===== src/hw/rle_video_defs.svh =====
////////////////////
// RLE video defines
////////////////////

`ifndef RLE_VIDEO_DEFS_SVH
`define RLE_VIDEO_DEFS_SVH

// horizontal segments in pixel clocks
`define H_ACTIVE 16
`define H_FRONT 2
`define H_SYNC 3
`define H_BACK 3

// vertical segments in lines
`define V_ACTIVE 4
`define V_FRONT 1
`define V_SYNC 1
`define V_BACK 1

`define WORD_BITS 16
`define COLOUR_BITS 6
`define RUN_BITS 9     // run length field, bits 14:6
`define OP_BITS 2      // control opcode, bits 14:13
`define PWM_BITS 8     // audio level, also the control argument in bits 7:0

`endif


===== src/hw/rle_video_pkg.sv =====
////////////////////
// RLE video types
////////////////////

`default_nettype none

`include "rle_video_defs.svh"

package rle_video_pkg;

  // r1 g1 b1 r0 g0 b0
  typedef logic [`COLOUR_BITS-1:0] colour_t;

  typedef enum logic [`OP_BITS-1:0] {
    op_audio     = 2'd0,
    op_end_frame = 2'd1
  } ctrl_op_t;

  typedef struct packed {
    logic                 kind;      // 0 for a pixel run
    logic [`RUN_BITS-1:0] run_len;   // zero reads as one
    colour_t              colour;
  } run_word_t;

  typedef struct packed {
    logic                                      kind;  // 1 for control
    ctrl_op_t                                  op;
    logic [`WORD_BITS-2-`OP_BITS-`PWM_BITS:0]  pad;
    logic [`PWM_BITS-1:0]                      arg;
  } ctrl_word_t;

  typedef union packed {
    run_word_t  run;
    ctrl_word_t ctrl;
  } word_t;

endpackage

`default_nettype wire


===== src/hw/timing_if.sv =====
////////////////////
// Raster timing
////////////////////

`timescale 1ns/10ps
`default_nettype none

interface timing_if;
  logic hsync;       // active low
  logic vsync;       // active low
  logic blank;
  logic next_row;
  logic next_frame;

  modport src (output hsync, vsync, blank, next_row, next_frame);
  modport dec (input blank, next_frame);
  modport out (input hsync, vsync, blank);
endinterface

`default_nettype wire


===== src/hw/pwm_audio.sv =====
////////////////////
// PWM audio
////////////////////

`timescale 1ns/10ps
`default_nettype none

`include "rle_video_defs.svh"

module pwm_audio (
  input  logic                 clk,
  input  logic                 rst_n,
  input  logic [`PWM_BITS-1:0] level,
  output logic                 pwm
);

  logic [`PWM_BITS-1:0] cnt;
  logic [`PWM_BITS-1:0] level_q;

  always_ff @(posedge clk) begin
    if (!rst_n) begin
      cnt <= '0;
      level_q <= '0;
      pwm <= 1'b0;
    end else begin
      cnt <= cnt + 1'b1;
      if (cnt == '1) begin
        level_q <= level;      // new level only at period start
      end
      pwm <= (cnt < level_q);
    end
  end

endmodule

`default_nettype wire


===== src/hw/rle_decoder.sv =====
////////////////////
// RLE decoder
////////////////////

`timescale 1ns/10ps
`default_nettype none

`include "rle_video_defs.svh"

module rle_decoder (
  input  logic                    clk,
  input  logic                    rst_n,
  timing_if.dec                   tim,
  input  rle_video_pkg::word_t    data,
  input  logic                    data_ready,
  output logic                    read_next,
  output logic                    stop_read,
  output rle_video_pkg::colour_t  colour,
  output logic                    pixel_valid,
  output logic [`PWM_BITS-1:0]    audio_level
);

  localparam int RB = `RUN_BITS;

  logic                   fetch_en;
  logic [RB-1:0]          run_left;    // pixels left in the current run
  rle_video_pkg::colour_t run_colour;
  logic                   pf_valid;
  rle_video_pkg::word_t   pf_word;
  logic                   pixel;
  logic                   fetch_run;
  logic                   fetch_ctrl;
  logic                   run_done;
  logic                   take_pf;
  logic                   take_data;
  rle_video_pkg::word_t   next_word;
  logic [RB-1:0]          next_len;

  assign pixel = !tim.blank;
  assign read_next = fetch_en && data_ready && !pf_valid && !tim.next_frame;
  assign fetch_run = read_next && !data.run.kind;
  assign fetch_ctrl = read_next && data.ctrl.kind;
  assign stop_read = fetch_ctrl && (data.ctrl.op == rle_video_pkg::op_end_frame);

  // current run is empty or ends with this pixel
  assign run_done = (run_left == '0) || (pixel && run_left == RB'(1));
  assign take_pf = run_done && pf_valid;
  assign take_data = run_done && !pf_valid && fetch_run;   // bypass the prefetch slot
  assign next_word = pf_valid ? pf_word : data;
  assign next_len = (next_word.run.run_len == '0) ? RB'(1) : next_word.run.run_len;

  always_ff @(posedge clk) begin
    if (!rst_n) begin
      fetch_en <= 1'b0;
      run_left <= '0;
      pf_valid <= 1'b0;
      pixel_valid <= 1'b0;
      audio_level <= '0;
    end else begin
      pixel_valid <= pixel && (run_left != '0);   // pixel lost if no run
      if (fetch_ctrl && data.ctrl.op == rle_video_pkg::op_audio) begin
        audio_level <= data.ctrl.arg;
      end
      if (tim.next_frame) begin
        // timing starts a frame right after reset, so the first frame fetches too
        fetch_en <= 1'b1;
        run_left <= '0;
        pf_valid <= 1'b0;
      end else begin
        if (stop_read) begin
          fetch_en <= 1'b0;            // wait for next frame
        end
        if (take_pf || take_data) begin
          run_left <= next_len;
        end else if (pixel && run_left != '0) begin
          run_left <= run_left - 1'b1;
        end
        if (take_pf) begin
          pf_valid <= 1'b0;
        end else if (fetch_run && !take_data) begin
          pf_valid <= 1'b1;
        end
      end
    end
  end

  always_ff @(posedge clk) begin
    if (take_pf || take_data) begin
      run_colour <= next_word.run.colour;
    end
    if (fetch_run) begin
      pf_word <= data;
    end
    if (pixel) begin
      colour <= run_colour;
    end
  end

endmodule

`default_nettype wire


===== src/hw/rle_vga_top.sv =====
////////////////////
// RLE VGA player
////////////////////

`timescale 1ns/10ps
`default_nettype none

`include "rle_video_defs.svh"

module rle_vga_top (
  input  logic        clk,
  input  logic        rst_n,
  input  logic [15:0] data,
  input  logic        data_ready,
  output logic        read_next,
  output logic        stop_read,
  output logic [7:0]  uo_out,
  output logic        pwm,
  output logic        underrun
);

  timing_if tim ();

  rle_video_pkg::colour_t colour;
  logic                   pixel_valid;
  logic [`PWM_BITS-1:0]   audio_level;

  vga_timing u_timing (
    .clk   (clk),
    .rst_n (rst_n),
    .tim   (tim)
  );

  rle_decoder u_decoder (
    .clk         (clk),
    .rst_n       (rst_n),
    .tim         (tim),
    .data        (data),
    .data_ready  (data_ready),
    .read_next   (read_next),
    .stop_read   (stop_read),
    .colour      (colour),
    .pixel_valid (pixel_valid),
    .audio_level (audio_level)
  );

  video_out u_video_out (
    .clk         (clk),
    .rst_n       (rst_n),
    .tim         (tim),
    .colour      (colour),
    .pixel_valid (pixel_valid),
    .uo_out      (uo_out),
    .underrun    (underrun)
  );

  pwm_audio u_pwm (
    .clk   (clk),
    .rst_n (rst_n),
    .level (audio_level),
    .pwm   (pwm)
  );

endmodule

`default_nettype wire


===== src/hw/vga_timing.sv =====
////////////////////
// VGA timing
////////////////////

`timescale 1ns/10ps
`default_nettype none

`include "rle_video_defs.svh"

module vga_timing (
  input logic clk,
  input logic rst_n,
  timing_if.src tim
);

  localparam int H_TOTAL = `H_ACTIVE + `H_FRONT + `H_SYNC + `H_BACK;
  localparam int HS_START = `H_ACTIVE + `H_FRONT;
  localparam int HS_END = HS_START + `H_SYNC;
  // frame starts with vsync so the decoder can refill before active lines
  localparam int VA_START = `V_SYNC + `V_BACK;
  localparam int VA_END = VA_START + `V_ACTIVE;
  localparam int V_TOTAL = VA_END + `V_FRONT;
  localparam int H_W = $clog2(H_TOTAL);
  localparam int V_W = $clog2(V_TOTAL);

  logic [H_W-1:0] h_cnt;
  logic [H_W-1:0] h_next;
  logic [V_W-1:0] v_cnt;
  logic [V_W-1:0] v_next;

  always_comb begin
    h_next = (h_cnt == H_W'(H_TOTAL - 1)) ? '0 : h_cnt + 1'b1;
    v_next = v_cnt;
    if (h_cnt == H_W'(H_TOTAL - 1)) begin
      v_next = (v_cnt == V_W'(V_TOTAL - 1)) ? '0 : v_cnt + 1'b1;
    end
  end

  // outputs are decoded from the next count so they line up with the counters
  always_ff @(posedge clk) begin
    if (!rst_n) begin
      h_cnt <= H_W'(H_TOTAL - 1);    // last clock of a frame
      v_cnt <= V_W'(V_TOTAL - 1);
      tim.hsync <= 1'b1;
      tim.vsync <= 1'b1;
      tim.blank <= 1'b1;
      tim.next_row <= 1'b0;
      tim.next_frame <= 1'b0;
    end else begin
      h_cnt <= h_next;
      v_cnt <= v_next;
      tim.hsync <= !(h_next >= HS_START && h_next < HS_END);
      tim.vsync <= !(v_next < `V_SYNC);
      tim.blank <= (h_next >= `H_ACTIVE) || (v_next < VA_START) || (v_next >= VA_END);
      tim.next_row <= (h_next == '0);
      tim.next_frame <= (h_next == '0) && (v_next == '0);
    end
  end

endmodule

`default_nettype wire


===== src/hw/video_out.sv =====
////////////////////
// Video output
////////////////////

`timescale 1ns/10ps
`default_nettype none

module video_out (
  input  logic                   clk,
  input  logic                   rst_n,
  timing_if.out                  tim,
  input  rle_video_pkg::colour_t colour,
  input  logic                   pixel_valid,
  output logic [7:0]             uo_out,
  output logic                   underrun
);

  logic                   hsync_d;
  logic                   vsync_d;
  logic                   blank_d;
  rle_video_pkg::colour_t pix;

  // black when blanking or when the decoder had nothing
  assign pix = (blank_d || !pixel_valid) ? '0 : colour;

  always_ff @(posedge clk) begin
    if (!rst_n) begin
      hsync_d <= 1'b1;
      vsync_d <= 1'b1;
      blank_d <= 1'b1;
      uo_out <= 8'h88;     // syncs idle high
      underrun <= 1'b0;
    end else begin
      hsync_d <= tim.hsync;
      vsync_d <= tim.vsync;
      blank_d <= tim.blank;
      uo_out <= {hsync_d, pix[0], pix[2], pix[4], vsync_d, pix[1], pix[3], pix[5]};
      if (!blank_d && !pixel_valid) begin
        underrun <= 1'b1;  // sticky
      end
    end
  end

endmodule

`default_nettype wire


===== config.mk =====
export PLATFORM = sky130hd
export DESIGN_NAME = rle_vga_top
export DESIGN_NICKNAME = d
export VERILOG_FILES = /design/src/hw/rle_video_pkg.sv /design/src/hw/timing_if.sv /design/src/hw/pwm_audio.sv /design/src/hw/rle_decoder.sv /design/src/hw/rle_vga_top.sv /design/src/hw/vga_timing.sv /design/src/hw/video_out.sv
export VERILOG_INCLUDE_DIRS = /design/src /design/src/hw
export SDC_FILE = /design/constraint.sdc
export NUM_CORES = 1
export LEC_CHECK = 0
export BUFFER_PORTS_ARGS = -buffer_cell sky130_fd_sc_hd__buf_2
export CAP_MARGIN = 20
export CORE_AREA = 2 2 100 102
export CTS_CLUSTER_SIZE = 8
export DETAILED_ROUTE_END_ITERATION = 16
export DIE_AREA = 0 0 102 104
export PLACE_DENSITY = 0.58
export SYNTH_ARGS = -nofsm -noshare
export SYNTH_HDL_FRONTEND = slang
export SYNTH_SLANG_ARGS = --single-unit

===== constraint.sdc =====
create_clock -name clk -period 3.05 [get_ports clk]
set_input_delay 0.305 -clock clk [delete_from_list [all_inputs] [get_ports clk]]
set_output_delay 0.305 -clock clk [all_outputs]
set_load 0.05 [all_outputs]

=== Word-level counts from Yosys, hierarchy flattened ===
Cells that the tools add are included.

* Muxes and demuxes: 9
* Equal/unequal tests: 5
* $lt $le $gt $ge: 7
* Reductions and logical operators: 41
* Bitwise gates (word level): 1
* Add/sub/neg operators: 4

{| class="wikitable"
|+ Operators by type and width
! operator !! number
|-
| 9-bit 2-to-1 mux || 3
|-
| 9-bit logical NOT || 2
|-
| 1-bit logical AND || 16
|-
| 15-bit 2-to-1 mux || 1
|-
| 5-bit greater-or-equal comparator (second input constant) || 2
|-
| 9-bit by 1-bit == test with 1-bit output (second input constant) || 1
|-
| 1-bit logical NOT || 9
|-
| 9-bit nonzero test || 1
|-
| 9-bit by 1-bit subtractor with 9-bit output (second input constant) || 1
|-
| 8-bit by 1-bit adder with 8-bit output (second input constant) || 1
|-
| 8-bit == test (second input constant) || 1
|-
| 8-bit < comparator || 1
|-
| 3-bit 2-to-1 mux || 2
|-
| 5-bit by 1-bit adder with 5-bit output (second input constant) || 1
|-
| 5-bit == test (second input constant) || 1
|-
| 5-bit logical NOT || 1
|-
| 1-bit logical OR || 5
|-
| 5-bit < comparator (second input constant) || 1
|-
| 5-bit 2-to-1 mux || 1
|-
| 2-bit nonzero test || 2
|-
| 2-bit OR reduction || 2
|-
| 3-bit by 1-bit adder with 3-bit output (second input constant) || 1
|-
| 3-bit == test (second input constant) || 1
|-
| 3-bit greater-or-equal comparator (second input constant) || 1
|-
| 8 further kinds || 9
|}

* Input port bits: 19
* Register bits after elaboration: 88
* Output and inout bits: 12
* Logic and storage cells: 90

=== Depth between registers and ports, before layout ===
* Depth in word-level cells: 7
* Gate-level depth with buffers: 8
* Depth with buffers taken out: 7

=== Cells and area by module ===
Synthesis repeated with hierarchy kept, for this count alone.

* Cell total of the unflattened synthesis: 350
* Area total of the unflattened synthesis: 3,907.5 um2

{| class="wikitable"
|+ By module, submodules not included
! module !! cells an instance !! instances !! sequential area each (um2) !! area each (um2)
|-
| rle_decoder || 163 || 1 || 1,211.2 || 2,112.0
|-
| pwm_audio || 92 || 1 || 340.3 || 823.3
|-
| vga_timing || 69 || 1 || 260.2 || 633.1
|-
| video_out || 26 || 1 || 240.2 || 339.1
|}

=== Worst setup path after synthesis ===
No wires, ideal clock.

* Path kind: reg2reg
* From: reg u_decoder.run_left[4]
* To: reg u_decoder.run_left[1]
* Setup time: 79 ps
* Clock period less this slack: 1,737 ps
* Stages on the path, launching flop included: 6
* Buffers on the path: 0
* Data arrival time: 1,658 ps
* Required time: 2,971 ps
* Setup slack: 1,313 ps
* Path through: dfxtp_1 or4_4 o41a_1 mux2i_1 nor2_1 a211oi_2

* Longest elaborated chain between the ends: 7
* Elaborated cells between the ends (all ways): 12
* Classes of those cells: eq/ne: 1; mux: 1; reduce/logical: 10

{| class="wikitable"
|+ RTL lines
! element !! RTL line !! text
|-
| from (decl) || rle_decoder.sv:26 || <nowiki>logic [RB-1:0] run_left;</nowiki>
|-
| from (signal assigned) || rle_decoder.sv:74 || <nowiki>run_left <= next_len;</nowiki>
|-
| from (signal assigned) || rle_decoder.sv:76 || <nowiki>run_left <= run_left - 1'b1;</nowiki>
|-
| 9-bit by 1-bit == test with 1-bit output || rle_decoder.sv:46 || <nowiki>assign run_done = (run_left == '0) || (pixel && run_left == RB'(1));</nowiki>
|-
| 1-bit logical AND || rle_decoder.sv:46 ||
|-
| 1-bit logical OR || rle_decoder.sv:46 ||
|-
| 1-bit logical AND (2 in a row) || rle_decoder.sv:48 || <nowiki>assign take_data = run_done && !pf_valid && fetch_run;</nowiki>
|-
| 1-bit logical OR || rle_decoder.sv:73 || <nowiki>if (take_pf || take_data) begin</nowiki>
|-
| 9-bit 2-to-1 mux / 2-bit nonzero test (equally long branches) || n/a ||
|}

Several ways; a longest one is shown, not always the timed one.
A chain may end at the register's enable or synchronous reset.

=== Final worst setup path ===
* From: reg u_decoder.run_left[4]
* To: reg u_decoder.run_left[4]

* Longest elaborated chain between the ends: 7
* Elaborated cells between the ends (all ways): 14
* Classes of those cells: add/sub: 1; eq/ne: 1; mux: 2; reduce/logical: 10

{| class="wikitable"
|+ RTL lines
! element
|-
| branches (longest 7 deep; another with 9-bit by 1-bit subtractor with 9-bit output)
|}

Several ways; the timed one is not identified. The select of a mux whose other input is x is not followed.

==> impl_metrics.yaml <==
run_status:
  run_status: "completed"
finish:
  finalCoreUtilization_pct: 44.1
  num-fill-cells: 956
  regArea_um2: 2030
  areaGrowthSynthToFinish_pct: 13.1
  num_antenna_cells: 0
  multiInputGateArea_um2: 1580
  final_layout_size_suffix_gt1_share_pct: 18.0
  final_net_count: 394
synthesis:
  largest_family_of_logic_cells_by_synthesized_area: "simple AND/OR/NAND/NOR gates"
  netlist.area_leader.share_pct: 32.8
  synth_fp_nets: 360
  share_of_the_synthesized_area_in_compound_gates_ao_oa_aoi_oai_pct: 9.33
  synthesis.instances: 328
  synth.ff_latch_count: 88
  synth_edf_count: 27
  synth_mux_area_share_pct: 9.09
  synth_simple_gate_area_share_pct: 17.1
  post_synthesis_cell_area_um2: 3730
  synth_xor_area_share_pct: 2.35
  avgSynthCellArea_um2: 11.4
  synth_async_sr_flop_share_pct: 0
  seq_area_frac_synth_pct: 54.5
  synthMostInstantiatedCell: "sky130_fd_sc_hd__dfxtp_1"
  synth.lib_cells_used.distinct: 51
  yosys.area.top_type: "sky130_fd_sc_hd__dfxtp_1"
  ys.flop_type: "sky130_fd_sc_hd__dfxtp_1"
  synthAdderAreaFrac_pct: 4.36
  synth.top_cells.by_count: "61 x sky130_fd_sc_hd__dfxtp_1, 28 x sky130_fd_sc_hd__nor2b_1, 27 x sky130_fd_sc_hd__edfxtp_1, 26 x sky130_fd_sc_hd__mux2i_1, 15 x sky130_fd_sc_hd__nand2_1"
  yosys_warning_total: 0
  synth.top_cells.by_area: "sky130_fd_sc_hd__dfxtp_1 33%, sky130_fd_sc_hd__edfxtp_1 22%, sky130_fd_sc_hd__mux2i_1 7.0%, sky130_fd_sc_hd__nor2b_1 4.7%, sky130_fd_sc_hd__ha_1 4.4%"
drt:
  route.antenna.remaining_nets: 0
  via_per_inst: 4.69
  route.detailed.wl_per_inst_um: 12.6
  remaining_drc_errors: 0
  detail_route.wirelength_mm: 6.29
  detail_route.first_pass.iterations: 4
  initialDrtViolationCount: 72
  dr_vias: 2347
clocking:
  clock_sink_count: 88
  post_cts_resized: 0
  cts_inserted_buffers: 9
  postCtsHoldBufs: 0
  clock_tree.buffer_depth: 2
  worst_skew_late_latency_ns: 0.36
  cts.reportedPaths.clkPinSlew_ns: 0.10
  cts_root_buf: "sky130_fd_sc_hd__clkbuf_8"
  cts.htree.levels: 3
  post_cts.repair.setup_buffers: 0
  cts_tree: "done"
placed_design:
  preCtsSetupSlack_ns: 1.02
  detailed_place_hpwl_mm: 4.57
  port_buffers: 30
  gp_congestion: 0.828
setup_path:
  cp.arrival_ns: 2.36
  worst_setup_path_start_kind: "register"
  criticalPathCategory: "reg -> reg"
  cp_max_fo: 24
  worst_setup_ep_type: "register"
  cp.required_ns: 3.33
global_route:
  grt_use_total_pct: 12.8
  grt_start_max_net_pins: 29
  antenna_found_initial: 0
  grt_pass1_wl_mm: 10.6
  grt_pass1_vias: 2189
  grt-ovfl-total: 0
die:
  floorplan.initialDensity_pct: 39.0
  core.rowCount: 36
  fp.dieW_um: 102
  top_level_ports: 31
  die_y_um: 104
  fp.coreArea_um2: 9550
  fp.dieArea_um2: 10600
min_path:
  hp-class: "in -> reg"
timing:
  fin_crit_ns: 2.08
  timing.final.crit_share_pct: 68.1
  timing_max_transition_violations_final: 0
  fmax_ghz: 0.481
  setup_ws_ns: 0.973
  rsz0062_at_grt: "false"
  hold_violations: 0
  final_sum_of_negative_setup_slack_ns: 0
  tightest_slew_ns: 0.585
  final-setup-viol-count: 0
  timing.slew.headroom_pct: 60.9
  fin_skew_ns: 0.00897
job:
  drv.max_cap_violation_count: 0
pwr:
  power-per-cell-area_nw_per_um2: 582
  post-layout-total-power_mw: 2.45
  peakVddDrop_v: 0.000236
  total_leakage_power_nw: 1.51
-- routing by layer --
| metal | track usage (%) | part of all wire (%) | up-vias |
|---|---|---|---|
| met5 | 0 | 0 | - |
| met1 | 16.6 | 49 | 1073 |
| met3 | 4.50 | 4.0 | 9 |
| met4 | 4.57 | 1.8 | 0 |
| li1 | - | - | 1231 |
| met2 | 19.6 | 45 | 34 |
-- report_power, final --
group          internal (mW)  switching (mW)
combinational          0.125           0.162
sequential              1.27          0.0524
clock                  0.398           0.443
-- layout by cell type (no fill, tap or decap), types with 4 or more instances in the layout --
master / n
sky130_fd_sc_hd__nand3_1: 8
sky130_fd_sc_hd__buf_4: 4
sky130_fd_sc_hd__o21ai_0: 10
sky130_fd_sc_hd__nand2_1: 15
sky130_fd_sc_hd__nand2b_1: 7
sky130_fd_sc_hd__nor4_1: 6
sky130_fd_sc_hd__and2_1: 11
sky130_fd_sc_hd__inv_1: 13
sky130_fd_sc_hd__dfxtp_1: 61
sky130_fd_sc_hd__xor2_1: 4
sky130_fd_sc_hd__clkbuf_8: 9
sky130_fd_sc_hd__nor2b_1: 28
sky130_fd_sc_hd__mux2i_1: 26
sky130_fd_sc_hd__mux2_2: 7
sky130_fd_sc_hd__xnor2_1: 6
sky130_fd_sc_hd__ha_1: 13
sky130_fd_sc_hd__buf_2: 30
sky130_fd_sc_hd__a21oi_1: 9
sky130_fd_sc_hd__nor2_1: 14
sky130_fd_sc_hd__edfxtp_1: 27
sky130_fd_sc_hd__a211oi_1: 7
-- critical path: stages (launching register included) --
cell and delay (ns):
sky130_fd_sc_hd__dfxtp_1 0.36, sky130_fd_sc_hd__nor4_1 0.52, sky130_fd_sc_hd__o211ai_1 0.26, sky130_fd_sc_hd__nor2_4 0.52
sky130_fd_sc_hd__nor2_1 0.12, sky130_fd_sc_hd__a211oi_1 0.22
-- kinds of logic after synthesis --
family | after synthesis
AND/OR/NAND/NOR | 110
flip-flops | 88
AO/OA/AOI/OAI | 50
multiplexers | 33
buffers and inverters | 24
adder cells (fa/ha/maj) | 13
XOR/XNOR | 10
-- registers in the layout (all words and copies together), names as in the netlist, 3 cells and up --
signal,count
u_decoder.pf_word,15
u_decoder.run_left,9
u_decoder.run_colour,6
u_decoder.audio_level,8
u_pwm.level_q,8
u_pwm.cnt,8
u_video_out.uo_out,8
u_timing.h_cnt,5
u_decoder.colour,6
u_timing.v_cnt,3
-- path summary, 6_finish.rpt --
kind	from	endpoint	slack, ns	depth (start not counted)
min	data[11]	u_decoder.pf_word[11]$_DFFE_PN_	0.15	1
min reg2reg	u_video_out.hsync_d$_SDFF_PN1_	u_video_out.uo_out[7]$_SDFF_PN1_	0.41	1
max reg2reg	u_decoder.run_left[4]$_SDFFE_PP0P_	u_decoder.run_left[4]$_SDFFE_PP0P_	0.97	5
max	u_decoder.run_left[4]$_SDFFE_PP0P_	u_decoder.run_left[4]$_SDFFE_PP0P_	0.97	5
-- cell type report --
class                      count  share of cell area [%]
clock buffer                   9                    2.94
timing repair buffer          34                    4.27
tap                          133                    3.95
inverter                      13                    1.16
sequential                    88                    48.2
clock inverter                 7                    2.08
multi-input combinational    216                    37.4
-- through the flow --
step	cell area, um^2	hold WS, ns	cells
6_report	4220	0.146	500
3_3_place_gp	4000	0.391	483
3_5_place_dp	4000	0.395	484
5_1_grt	4220	0.117	500
4_1_cts	4220	0.120	500
2_1_floorplan	3730	0.378	328
(Power assumes the default switching activity.)
